File: src/common/bfp_pkg.sv
// Block floating point package with the sample, mantissa and exponent types.

package bfp_pkg;

    // Unsigned input samples are fixed at this width.
    localparam int sample_width = 16;

    // Mantissas carry four spare bits above a sample.
    localparam int mant_width = sample_width + 4;

    // Leading-one positions run from 0 to sample_width-1.
    localparam int bexp_width = $clog2(sample_width);

    // One unsigned input sample.
    typedef logic [sample_width-1:0] sample_t;

    // One normalized output mantissa.
    typedef logic [mant_width-1:0] mant_t;

    // A leading-one position or the block exponent.
    typedef logic [bexp_width-1:0] bexp_t;

endpackage

File: src/source/bfp_sample_buffer.sv
// Sample buffer that gathers N strobed samples and hands each full block on.

`timescale 1ns/1ps

module bfp_sample_buffer #(
    parameter int N = 4
) (
    input  logic            clk,
    input  logic            rst_n,
    input  logic            sample_valid,
    input  bfp_pkg::sample_t sample_data,
    output logic            block_ready,
    output bfp_pkg::sample_t block_data [N]
);

    localparam int cnt_w = (N > 1) ? $clog2(N) : 1;

    logic [cnt_w-1:0] fill_count;         // slot that takes the next sample.
    bfp_pkg::sample_t slots [N-1];        // the last sample goes straight to block_data.
    logic             last_sample;

    assign last_sample = sample_valid && (fill_count == cnt_w'(N - 1));

    // Fill counter and block handover pulse.
    always_ff @(posedge clk or negedge rst_n) begin
        if (!rst_n) begin
            fill_count  <= '0;
            block_ready <= 1'b0;
        end else begin
            block_ready <= last_sample;   // one cycle after the Nth sample.
            if (last_sample) begin
                fill_count <= '0;
            end else if (sample_valid) begin
                fill_count <= fill_count + 1'b1;
            end
        end
    end

    // Slot storage while the block fills.
    always_ff @(posedge clk) begin
        if (sample_valid && !last_sample) begin
            slots[fill_count] <= sample_data;
        end
    end

    // Copy out on the Nth sample so the next block can start right away.
    always_ff @(posedge clk) begin
        if (last_sample) begin
            for (int i = 0; i < N - 1; i++) begin
                block_data[i] <= slots[i];
            end
            block_data[N-1] <= sample_data;
        end
    end

endmodule

File: src/bfp_exponent/bfp_exponent_detect.sv
// Exponent stage that finds each sample's leading one and the block maximum.

`timescale 1ns/1ps

module bfp_exponent_detect #(
    parameter int N = 4
) (
    input  logic             clk,
    input  logic             rst_n,
    input  logic             block_ready,
    input  bfp_pkg::sample_t block_data [N],
    output logic             exp_ready,
    output bfp_pkg::sample_t held_samples [N],
    output bfp_pkg::bexp_t   lead_pos [N],
    output bfp_pkg::bexp_t   max_exp
);

    // Priority encoder. A zero sample reports position 0.
    function automatic bfp_pkg::bexp_t lead_one(input bfp_pkg::sample_t value);
        bfp_pkg::bexp_t pos;
        pos = '0;
        for (int b = 0; b < bfp_pkg::sample_width; b++) begin
            if (value[b]) begin
                pos = bfp_pkg::bexp_t'(b); // higher bits overwrite lower ones.
            end
        end
        return pos;
    endfunction

    bfp_pkg::bexp_t pos_comb [N];
    bfp_pkg::bexp_t tree [N];
    bfp_pkg::bexp_t max_comb;

    // One encoder per sample.
    always_comb begin
        for (int i = 0; i < N; i++) begin
            pos_comb[i] = lead_one(block_data[i]);
        end
    end

    // Pairwise maximum tree. Each level halves the number of live nodes,
    // and odd leftovers pass through unchanged to the next level.
    always_comb begin
        for (int i = 0; i < N; i++) begin
            tree[i] = pos_comb[i];
        end
        for (int s = 1; s < N; s = s * 2) begin
            for (int i = 0; i + s < N; i = i + 2 * s) begin
                if (tree[i+s] > tree[i]) begin
                    tree[i] = tree[i+s];
                end
            end
        end
        max_comb = tree[0];                // root of the tree.
    end

    // Pulse that follows block_ready by one cycle.
    always_ff @(posedge clk or negedge rst_n) begin
        if (!rst_n) begin
            exp_ready <= 1'b0;
        end else begin
            exp_ready <= block_ready;
        end
    end

    // Block payload, positions and exponent are held until the next block.
    always_ff @(posedge clk) begin
        if (block_ready) begin
            for (int i = 0; i < N; i++) begin
                held_samples[i] <= block_data[i];
                lead_pos[i]     <= pos_comb[i];
            end
            max_exp <= max_comb;
        end
    end

endmodule

File: src/bfp_normalize/bfp_mantissa_shift.sv
// Normalization stage that shifts each sample to the block exponent and streams it out.

`timescale 1ns/1ps

module bfp_mantissa_shift #(
    parameter int N = 4
) (
    input  logic             clk,
    input  logic             rst_n,
    input  logic             exp_ready,
    input  bfp_pkg::sample_t held_samples [N],
    input  bfp_pkg::bexp_t   lead_pos [N],
    input  bfp_pkg::bexp_t   max_exp,
    output logic             out_valid,
    output logic             out_first,
    output bfp_pkg::mant_t   out_mant,
    output bfp_pkg::bexp_t   block_exp
);

    localparam int cnt_w = (N > 1) ? $clog2(N) : 1;

    bfp_pkg::sample_t blk_samples [N];     // copy of the block being streamed.
    bfp_pkg::bexp_t   blk_pos [N];
    logic [cnt_w-1:0] out_idx;
    logic             active;
    bfp_pkg::bexp_t   shift_amt;

    // Output index and block exponent.
    // A new block may land on the same edge as the last beat of the old one.
    always_ff @(posedge clk or negedge rst_n) begin
        if (!rst_n) begin
            active    <= 1'b0;
            out_idx   <= '0;
            block_exp <= '0;
        end else if (exp_ready) begin
            active    <= 1'b1;
            out_idx   <= '0;
            block_exp <= max_exp;
        end else if (active) begin
            if (out_idx == cnt_w'(N - 1)) begin
                active  <= 1'b0;
                out_idx <= '0;
            end else begin
                out_idx <= out_idx + 1'b1;
            end
        end
    end

    // Latch the block, since the exponent stage may load the next one mid-stream.
    always_ff @(posedge clk) begin
        if (exp_ready) begin
            for (int i = 0; i < N; i++) begin
                blk_samples[i] <= held_samples[i];
                blk_pos[i]     <= lead_pos[i];
            end
        end
    end

    assign shift_amt = block_exp - blk_pos[out_idx];   // never negative.

    assign out_valid = active;
    assign out_first = active && (out_idx == '0);
    assign out_mant  = bfp_pkg::mant_t'(blk_samples[out_idx]) << shift_amt;

endmodule

File: src/source/bfp_block_encoder.sv
// Block floating point encoder top, chaining buffer, exponent and normalization stages.

`timescale 1ns/1ps

module bfp_block_encoder #(
    parameter int N = 4
) (
    input  logic             clk,
    input  logic             rst_n,
    input  logic             sample_valid,
    input  bfp_pkg::sample_t sample_data,
    output logic             out_valid,
    output logic             out_first,
    output bfp_pkg::mant_t   out_mant,
    output bfp_pkg::bexp_t   block_exp
);

    logic             block_ready;
    bfp_pkg::sample_t block_data [N];
    logic             exp_ready;
    bfp_pkg::sample_t held_samples [N];
    bfp_pkg::bexp_t   lead_pos [N];
    bfp_pkg::bexp_t   max_exp;

    bfp_sample_buffer #(
        .N            (N)
    ) u_buffer (
        .clk          (clk),
        .rst_n        (rst_n),
        .sample_valid (sample_valid),
        .sample_data  (sample_data),
        .block_ready  (block_ready),
        .block_data   (block_data)
    );

    bfp_exponent_detect #(
        .N            (N)
    ) u_exp (
        .clk          (clk),
        .rst_n        (rst_n),
        .block_ready  (block_ready),
        .block_data   (block_data),
        .exp_ready    (exp_ready),
        .held_samples (held_samples),
        .lead_pos     (lead_pos),
        .max_exp      (max_exp)
    );

    bfp_mantissa_shift #(
        .N            (N)
    ) u_shift (
        .clk          (clk),
        .rst_n        (rst_n),
        .exp_ready    (exp_ready),
        .held_samples (held_samples),
        .lead_pos     (lead_pos),
        .max_exp      (max_exp),
        .out_valid    (out_valid),
        .out_first    (out_first),
        .out_mant     (out_mant),
        .block_exp    (block_exp)
    );

endmodule

File: config.mk
export PLATFORM = sky130hd
export DESIGN_NAME = bfp_block_encoder
export DESIGN_NICKNAME = d
export VERILOG_FILES = /design/src/common/bfp_pkg.sv /design/src/source/bfp_sample_buffer.sv /design/src/bfp_exponent/bfp_exponent_detect.sv /design/src/bfp_normalize/bfp_mantissa_shift.sv /design/src/source/bfp_block_encoder.sv
export SDC_FILE = /design/constraint.sdc
export NUM_CORES = 1
export LEC_CHECK = 0
export BUFFER_PORTS_ARGS = -buffer_cell sky130_fd_sc_hd__buf_2
export CORE_MARGIN = 2
export CORE_UTILIZATION = 50
export CTS_BUF_LIST = sky130_fd_sc_hd__clkbuf_8
export CTS_CLUSTER_SIZE = 14
export DETAILED_ROUTE_END_ITERATION = 16
export GPL_TIMING_DRIVEN = 0
export PLACE_DENSITY = 0.7
export SLEW_MARGIN = 20
export SYNTH_ARGS = -nofsm -noshare
export SYNTH_HDL_FRONTEND = slang
export SYNTH_SLANG_ARGS = --single-unit
File: constraint.sdc
create_clock -name clk -period 10.7 [get_ports clk]
set_input_delay 1.07 -clock clk [delete_from_list [all_inputs] [get_ports clk]]
set_output_delay 1.07 -clock clk [all_outputs]
set_load 0.005 [all_outputs]
======== After elaboration in Yosys (flattened, before gate mapping) ========
Memory sizes are Yosys's and may differ from the RTL's. A register that Yosys moved wholly into a read port is not among the register bits.
Cells that the tools add are included.
storage, ports and cells
  register bits after elaboration ......... 111
  bits in writable memories ............... 128
  input bits .............................. 19
  output and inout port bits .............. 26
  memories ................................ 3
memories
  memory               depth  bits a word  read ports  clocked after memory_dff  write ports  RTL line                  source
  u_shift.blk_samples  4      16           1           0                         4            bfp_mantissa_shift.sv:22  bfp_pkg::sample_t blk_samples [N];
  u_buffer.slots       3      16           3           3                         1            bfp_sample_buffer.sv:19   bfp_pkg::sample_t slots [N-1];
  u_shift.blk_pos      4      4            1           0                         4            bfp_mantissa_shift.sv:23  bfp_pkg::bexp_t blk_pos [N];
operators by class
  $add $sub $neg .......................... 3
  magnitude comparators ................... 3
  equal/unequal tests ..................... 2
  shift operators ......................... 1
  multiplexer cells ....................... 75
  reductions and logical operators ........ 7
operators by type and width
  cell                                                           number
  4-bit two-way mux                                              41
  3-bit two-way mux                                              12
  2-bit two-way mux                                              11
  16-bit by 4-bit left shift with 20-bit output                  1
  4-bit greater-than comparator                                  3
  1-bit two-way mux                                              11
  2-bit by 1-bit adder with 2-bit output, second input constant  2
  2-bit == test, second input constant                           2
  2-bit nonzero test                                             2
  4-bit subtractor                                               1
  1-bit logical AND                                              3
  2-bit zero test                                                1
  1-bit zero test                                                1

======== Logic depth before layout (Yosys ltp) ========
  depth after elaboration ................. 19
  gate-level depth with buffers ........... 19

======== Hierarchy ========
Synthesis repeated with hierarchy kept, for this count alone.
second synthesis, totals
  cells, all modules ...................... 615
  area, all modules ....................... 11369.7 µm²
by module, submodules not included
  module               times used  cells an instance  area each (µm²)  seq. area each (µm²)
  bfp_mantissa_shift   1           252                4284.1           2577.5
  bfp_sample_buffer    1           130                3549.7           3438.3
  bfp_exponent_detect  1           233                3535.9           2547.4

======== Worst setup path before layout ========
OpenSTA, ideal clock, no wires.
  kind .................................... register to output
  start ................................... reg u_shift.out_idx[0]
  end ..................................... out out_mant[8]
  arrival time ............................ 3.038 ns
  data required time ...................... 9.630 ns
  path slack .............................. 6.592 ns
  stages on the path, launching flop included .. 12
  path buffers ............................ 2
  cells stage by stage .................... dfrtp_1 > buf_6 > mux4_2 > ha_1 > fa_1 > xnor2_1 > buf_4 > nand2_1 > nand2_1 > mux2i_1 > mux2_2 > mux2i_1
on the way
  word-level cells in the longest chain between the ends .. 3
  elaborated cells between the ends (all ways) .. 4
  those cells by class .................... 1 x add/sub; 1 x shift; 2 x memory
ends and longest elaborated chain
  item                                               RTL line                  source
  start, declared                                    bfp_mantissa_shift.sv:24  logic [cnt_w-1:0] out_idx;
  start signal, assigned                             bfp_mantissa_shift.sv:44  out_idx <= out_idx + 1'b1;
  memory 4 x 4 bit                                   n/a
  4-bit subtractor                                   bfp_mantissa_shift.sv:59  assign shift_amt = block_exp - blk_pos[out_idx];
  16-bit by 4-bit left shift with 20-bit output (*)  bfp_mantissa_shift.sv:63  assign out_mant = bfp_pkg::mant_t'(blk_samples[out_idx]) << shift_amt;
  end, declared                                      bfp_block_encoder.sv:14   output bfp_pkg::mant_t out_mant,
Every way passes the cells marked *; elsewhere a longest branch is shown, timed or not.

======== Worst setup path after layout ========
Same ends and word-level chain as after synthesis.

==> reports/results.tsv <==
stage	metric	value	unit
status	status	finished, final reports clean	
timing	Fin Clk Skew	0.0328	ns
synthesis	cells after synthesis	622	
clocking	CTS tree	built	
setup_path	buffers plus inverters on the worst setup path	3	
synthesis	asr flop ratio synth	3.83	%
placement	Final HPWL DP	14600	microns
hold_path	WHS Endpoint	u_buffer.block_data[40]$_DFFE_PP_	
clocking	Bufs on Longest Clock Path	3	
pwr	Power Density	319	mW/mm^2
timing	worst hold margin	0.398	ns
timing	final setup fails	0	
timing	Slew Limit Fails	0	
floorplanning	I/O pin count	45	
setup_path	reg2reg start	u_buffer.block_data[52]$_DFFE_PP_	
hold_path	Worst Hold Depth	0	
cells_and_area	Syn-to-layout area delta	12.5	%
synthesis	#FFs+latches synth	287	
pwr	clock network fraction of total power	19.2	%
setup_path	CP endpoint kind	output pin	
setup_path	cells on worst reg2reg path	17	
placement	gp weighted congestion	0.877	
detailed_routing	drt pass-1 iters	5	
grt	total grt overflow	0	
synthesis	EDFF count, synth	276	
timing	RSZ-0062 raised after global routing	no	
floorplanning	Die H	154	microns
clocking	postcts setup bufs	0	
cells_and_area	final cell count without fillers	1025	
detailed_routing	Vias/cell	5.43	
setup_path	CP arrival	4.19	ns
setup_path	crit path cell chain	buf_6 > mux4_2 > ha_1 > fa_1 > xnor2_1 > buf_4 > nand2_1 > nand2_1 > mux2i_1 > mux2_2 > mux2i_1 > buf_2	
hold_path	hold_sp	u_buffer.slots[1][8]$_DFFE_PP_	
cells_and_area	commonest non-fill, non-tap cell in the layout	edfxtp_1	
detailed_routing	final wirelength	20400	microns
grt	Total GRT Usage	17.8	%
pwr	P_sw	1.42	mW
setup_path	R2R Path End	u_exp.max_exp[0]$_DFFE_PP_	
synthesis	Ys Warns	0	
synthesis	share of the synthesized area in the top cell type	74.1	%
grt	initial antenna violation count	0	
timing	setup TNS	0	ns
pwr	Worst VDD drop	0.207	mV
pwr	leak pwr	4.52	nW
timing	fmax	190	MHz
floorplanning	die area	0.0236	sq mm
detailed_routing	WL per Instance	19.9	microns
detailed_routing	DR vias	5565	
synthesis	Synth Area per Inst	18.0	sq um
pwr	part of the power in registers	37.9	%
clocking	CTS Buf Count	43	
grt	first-pass GRT wire length	32000	microns
cells_and_area	final design utilization	57.5	%
pwr	Pwr Total	4.02	mW
cells_and_area	most frequent cells in the layout	edfxtp_1 (276), inv_1 (50), buf_2 (49), clkbuf_8 (44)	
clocking	clk sinks	287	
setup_path	WP data required	9.63	ns
grt	vias in the first global route	5825	
floorplanning	Initial Util	51.1	%
timing	period utilization	49.1	%
placement	I/O Buffers	44	
timing	min Tclk post-route	5.26	ns
cells_and_area	layout cells sized above 1	20.4	%
clocking	clock-pin slew on the worst setup and hold paths	0.06	ns
timing	slew at the pin with the worst max-slew slack	1.01	ns
placement	Cells after DPL	949	
hold_path	Hold Crit Class	register to register	
floorplanning	core area	0.0219	sq mm
setup_path	Crit-path slowest cell	xnor2_1	
detailed_routing	drt drc	0	
setup_path	delay-heaviest family, CP	multiplexers	
pwr	combinational share of power	42.9	%
setup_path	crit path kind	register to output pin	
clocking	post_cts resized	0	
grt	largest net degree at the start of global routing	50	
timing	Final Hold Fails	0	
clocking	Skew-Pair Late Insertion Delay	0.56	ns
clocking	hold-fix buffers at CTS	0	
detailed_routing	DR iter-0 viols	670	
synthesis	register area share after synthesis	76.5	%
synthesis	Synth Flop Type	edfxtp_1	
clocking	Root Driver	clkbuf_8	
pwr	switching fraction of total power	35.4	%
setup_path	Worst setup SP type	register	
setup_path	CP peak stage delay	0.57	ns
synthesis	Mapped Nets	663	
cells_and_area	nets	755	
setup_path	Crit Path Max Fanout	10	
job	max-cap viol count	0	
floorplanning	die width	154	microns
setup_path	Worst R2R Setup Slack	5.57	ns
cells_and_area	antenna cell count	0	
pwr	Internal Power	2.60	mW
synthesis	synth top area cells	edfxtp_1 (74%), mux2i_1 (3.2%), mux4_2 (3.2%)	
detailed_routing	Antenna Violating Nets Remaining	0	
synthesis	Post-Syn Area	0.0112	sq mm
timing	Slew Limit Headroom	32.3	%
synthesis	area leader, netlist	edfxtp_1	
synthesis	Netlist cell types	51	
clocking	H-tree depth	2	
floorplanning	Cell Rows	54	
state kept, by name (all words and copies together), names as in the netlist:
| signal | cells |
|---|---|
| u_shift.blk_samples | 64 |
| u_exp.lead_pos | 16 |
| u_buffer.slots | 48 |
| u_shift.out_valid | 1 |
| u_shift.blk_pos | 16 |
| u_exp.max_exp | 4 |
| u_buffer.block_data | 64 |
| u_buffer.fill_count | 2 |
| u_buffer.block_ready | 1 |
| u_shift.block_exp | 4 |
| u_exp.exp_ready | 1 |
| u_exp.held_samples | 64 |
| u_shift.out_idx | 2 |
per-layer routing:
metal	vias up	GRT usage [%]	part of all wire [%]	wire length [microns]
met4	0	7.78	2.8	570
li1	2618	-	-	-
met1	2707	24.5	43	8820
met5	-	0	0	0
met3	36	3.21	6.2	1260
met2	204	28.3	48	9800
cells by family (layout without fill, tap and decap cells):
kind of cell	Yosys count	count (layout)	share of synthesized area, %
and+or+nand+nor	110	110	4.67
adders and majority gates	22	22	2.53
AOI/OAI and AO/OA	77	77	4.49
DFF	287	287	76.5
buffers and inverters	47	170	1.91
muxes	74	74	9.22
xor gates and xnor gates	5	5	0.649
power groups by stage:
stage / Clock (mW) / Sequential, mW / Combinational, mW
floorplan: 0 / 1.53 / 1.17
global placement: 0 / 1.57 / 1.67
detailed placement: 0 / 1.55 / 1.72
CTS: 0.789 / 1.52 / 1.73
global route: 0.838 / 1.54 / 1.88
finish: 0.772 / 1.52 / 1.72
worst max-delay path by stage:
stage,startpoint,to,slack (ns),cells after the start
after floorplan,u_shift.out_idx[0]$_DFFE_PN0P_,out_mant[8],6.59,11
after global placement,u_buffer.block_data[20]$_DFFE_PP_,u_exp.max_exp[0]$_DFFE_PP_,5.85,18
after detailed placement,u_buffer.block_data[5]$_DFFE_PP_,u_exp.max_exp[0]$_DFFE_PP_,5.64,17
after CTS,u_shift.out_idx[0]$_DFFE_PN0P_,out_mant[8],5.43,12
after global routing,u_shift.out_idx[0]$_DFFE_PN0P_,out_mant[8],5.18,12
final,u_shift.out_idx[0]$_DFFE_PN0P_,out_mant[8],5.44,12
cell type report:
cell class	count	area, sq um
inverter	33	124
sequential	287	8570
multi-input combinational	288	2420
clock inverter	32	148
timing repair buffer	47	280
clock buffer	44	606
buffer	14	90.1
fill	1651	9310
tap	280	350
cells in the mapped netlist (3+ instances only):
cell type	instances
dfrtp_1	11
mux2i_1	36
mux4_1	4
a2111oi_0	4
o31ai_1	8
nor4_1	8
nand2b_1	6
nand2_1	26
buf_2	5
edfxtp_1	276
inv_1	33
nand3_1	7
o21ai_0	12
o21bai_1	5
nor2b_1	8
nor2_1	36
nand4_1	4
nor3_1	4
ha_1	21
a21oi_1	17
buf_6	3
mux4_2	16
o21a_1	7
mux2_2	17
a21o_1	3
and2_1	6
o21ai_1	6
a211oi_1	3
worst reg2reg max path: stages, from the launching register on:
cell	delay, ns
edfxtp_1	0.50
o31ai_1	0.40
a21boi_0	0.17
o31ai_1	0.60
inv_1	0.11
ha_1	0.31
nor2b_1	0.14
o21a_1	0.16
o21a_1	0.17
o21ai_1	0.48
mux2i_1	0.33
ha_1	0.28
nor2b_1	0.14
o21a_1	0.17
o21a_1	0.18
o21ai_1	0.36
and4b_1	0.26
a211oi_1	0.07
through the flow:
stage / area, sq um / setup WS [ns]
global placement: 11800 / 5.85
finish: 12600 / 5.44
CTS: 12600 / 5.43
detailed placement: 11800 / 5.64
global route: 12600 / 5.18
floorplan: 11200 / 6.59
No activity file was read; power rests on OpenSTA's default activity.
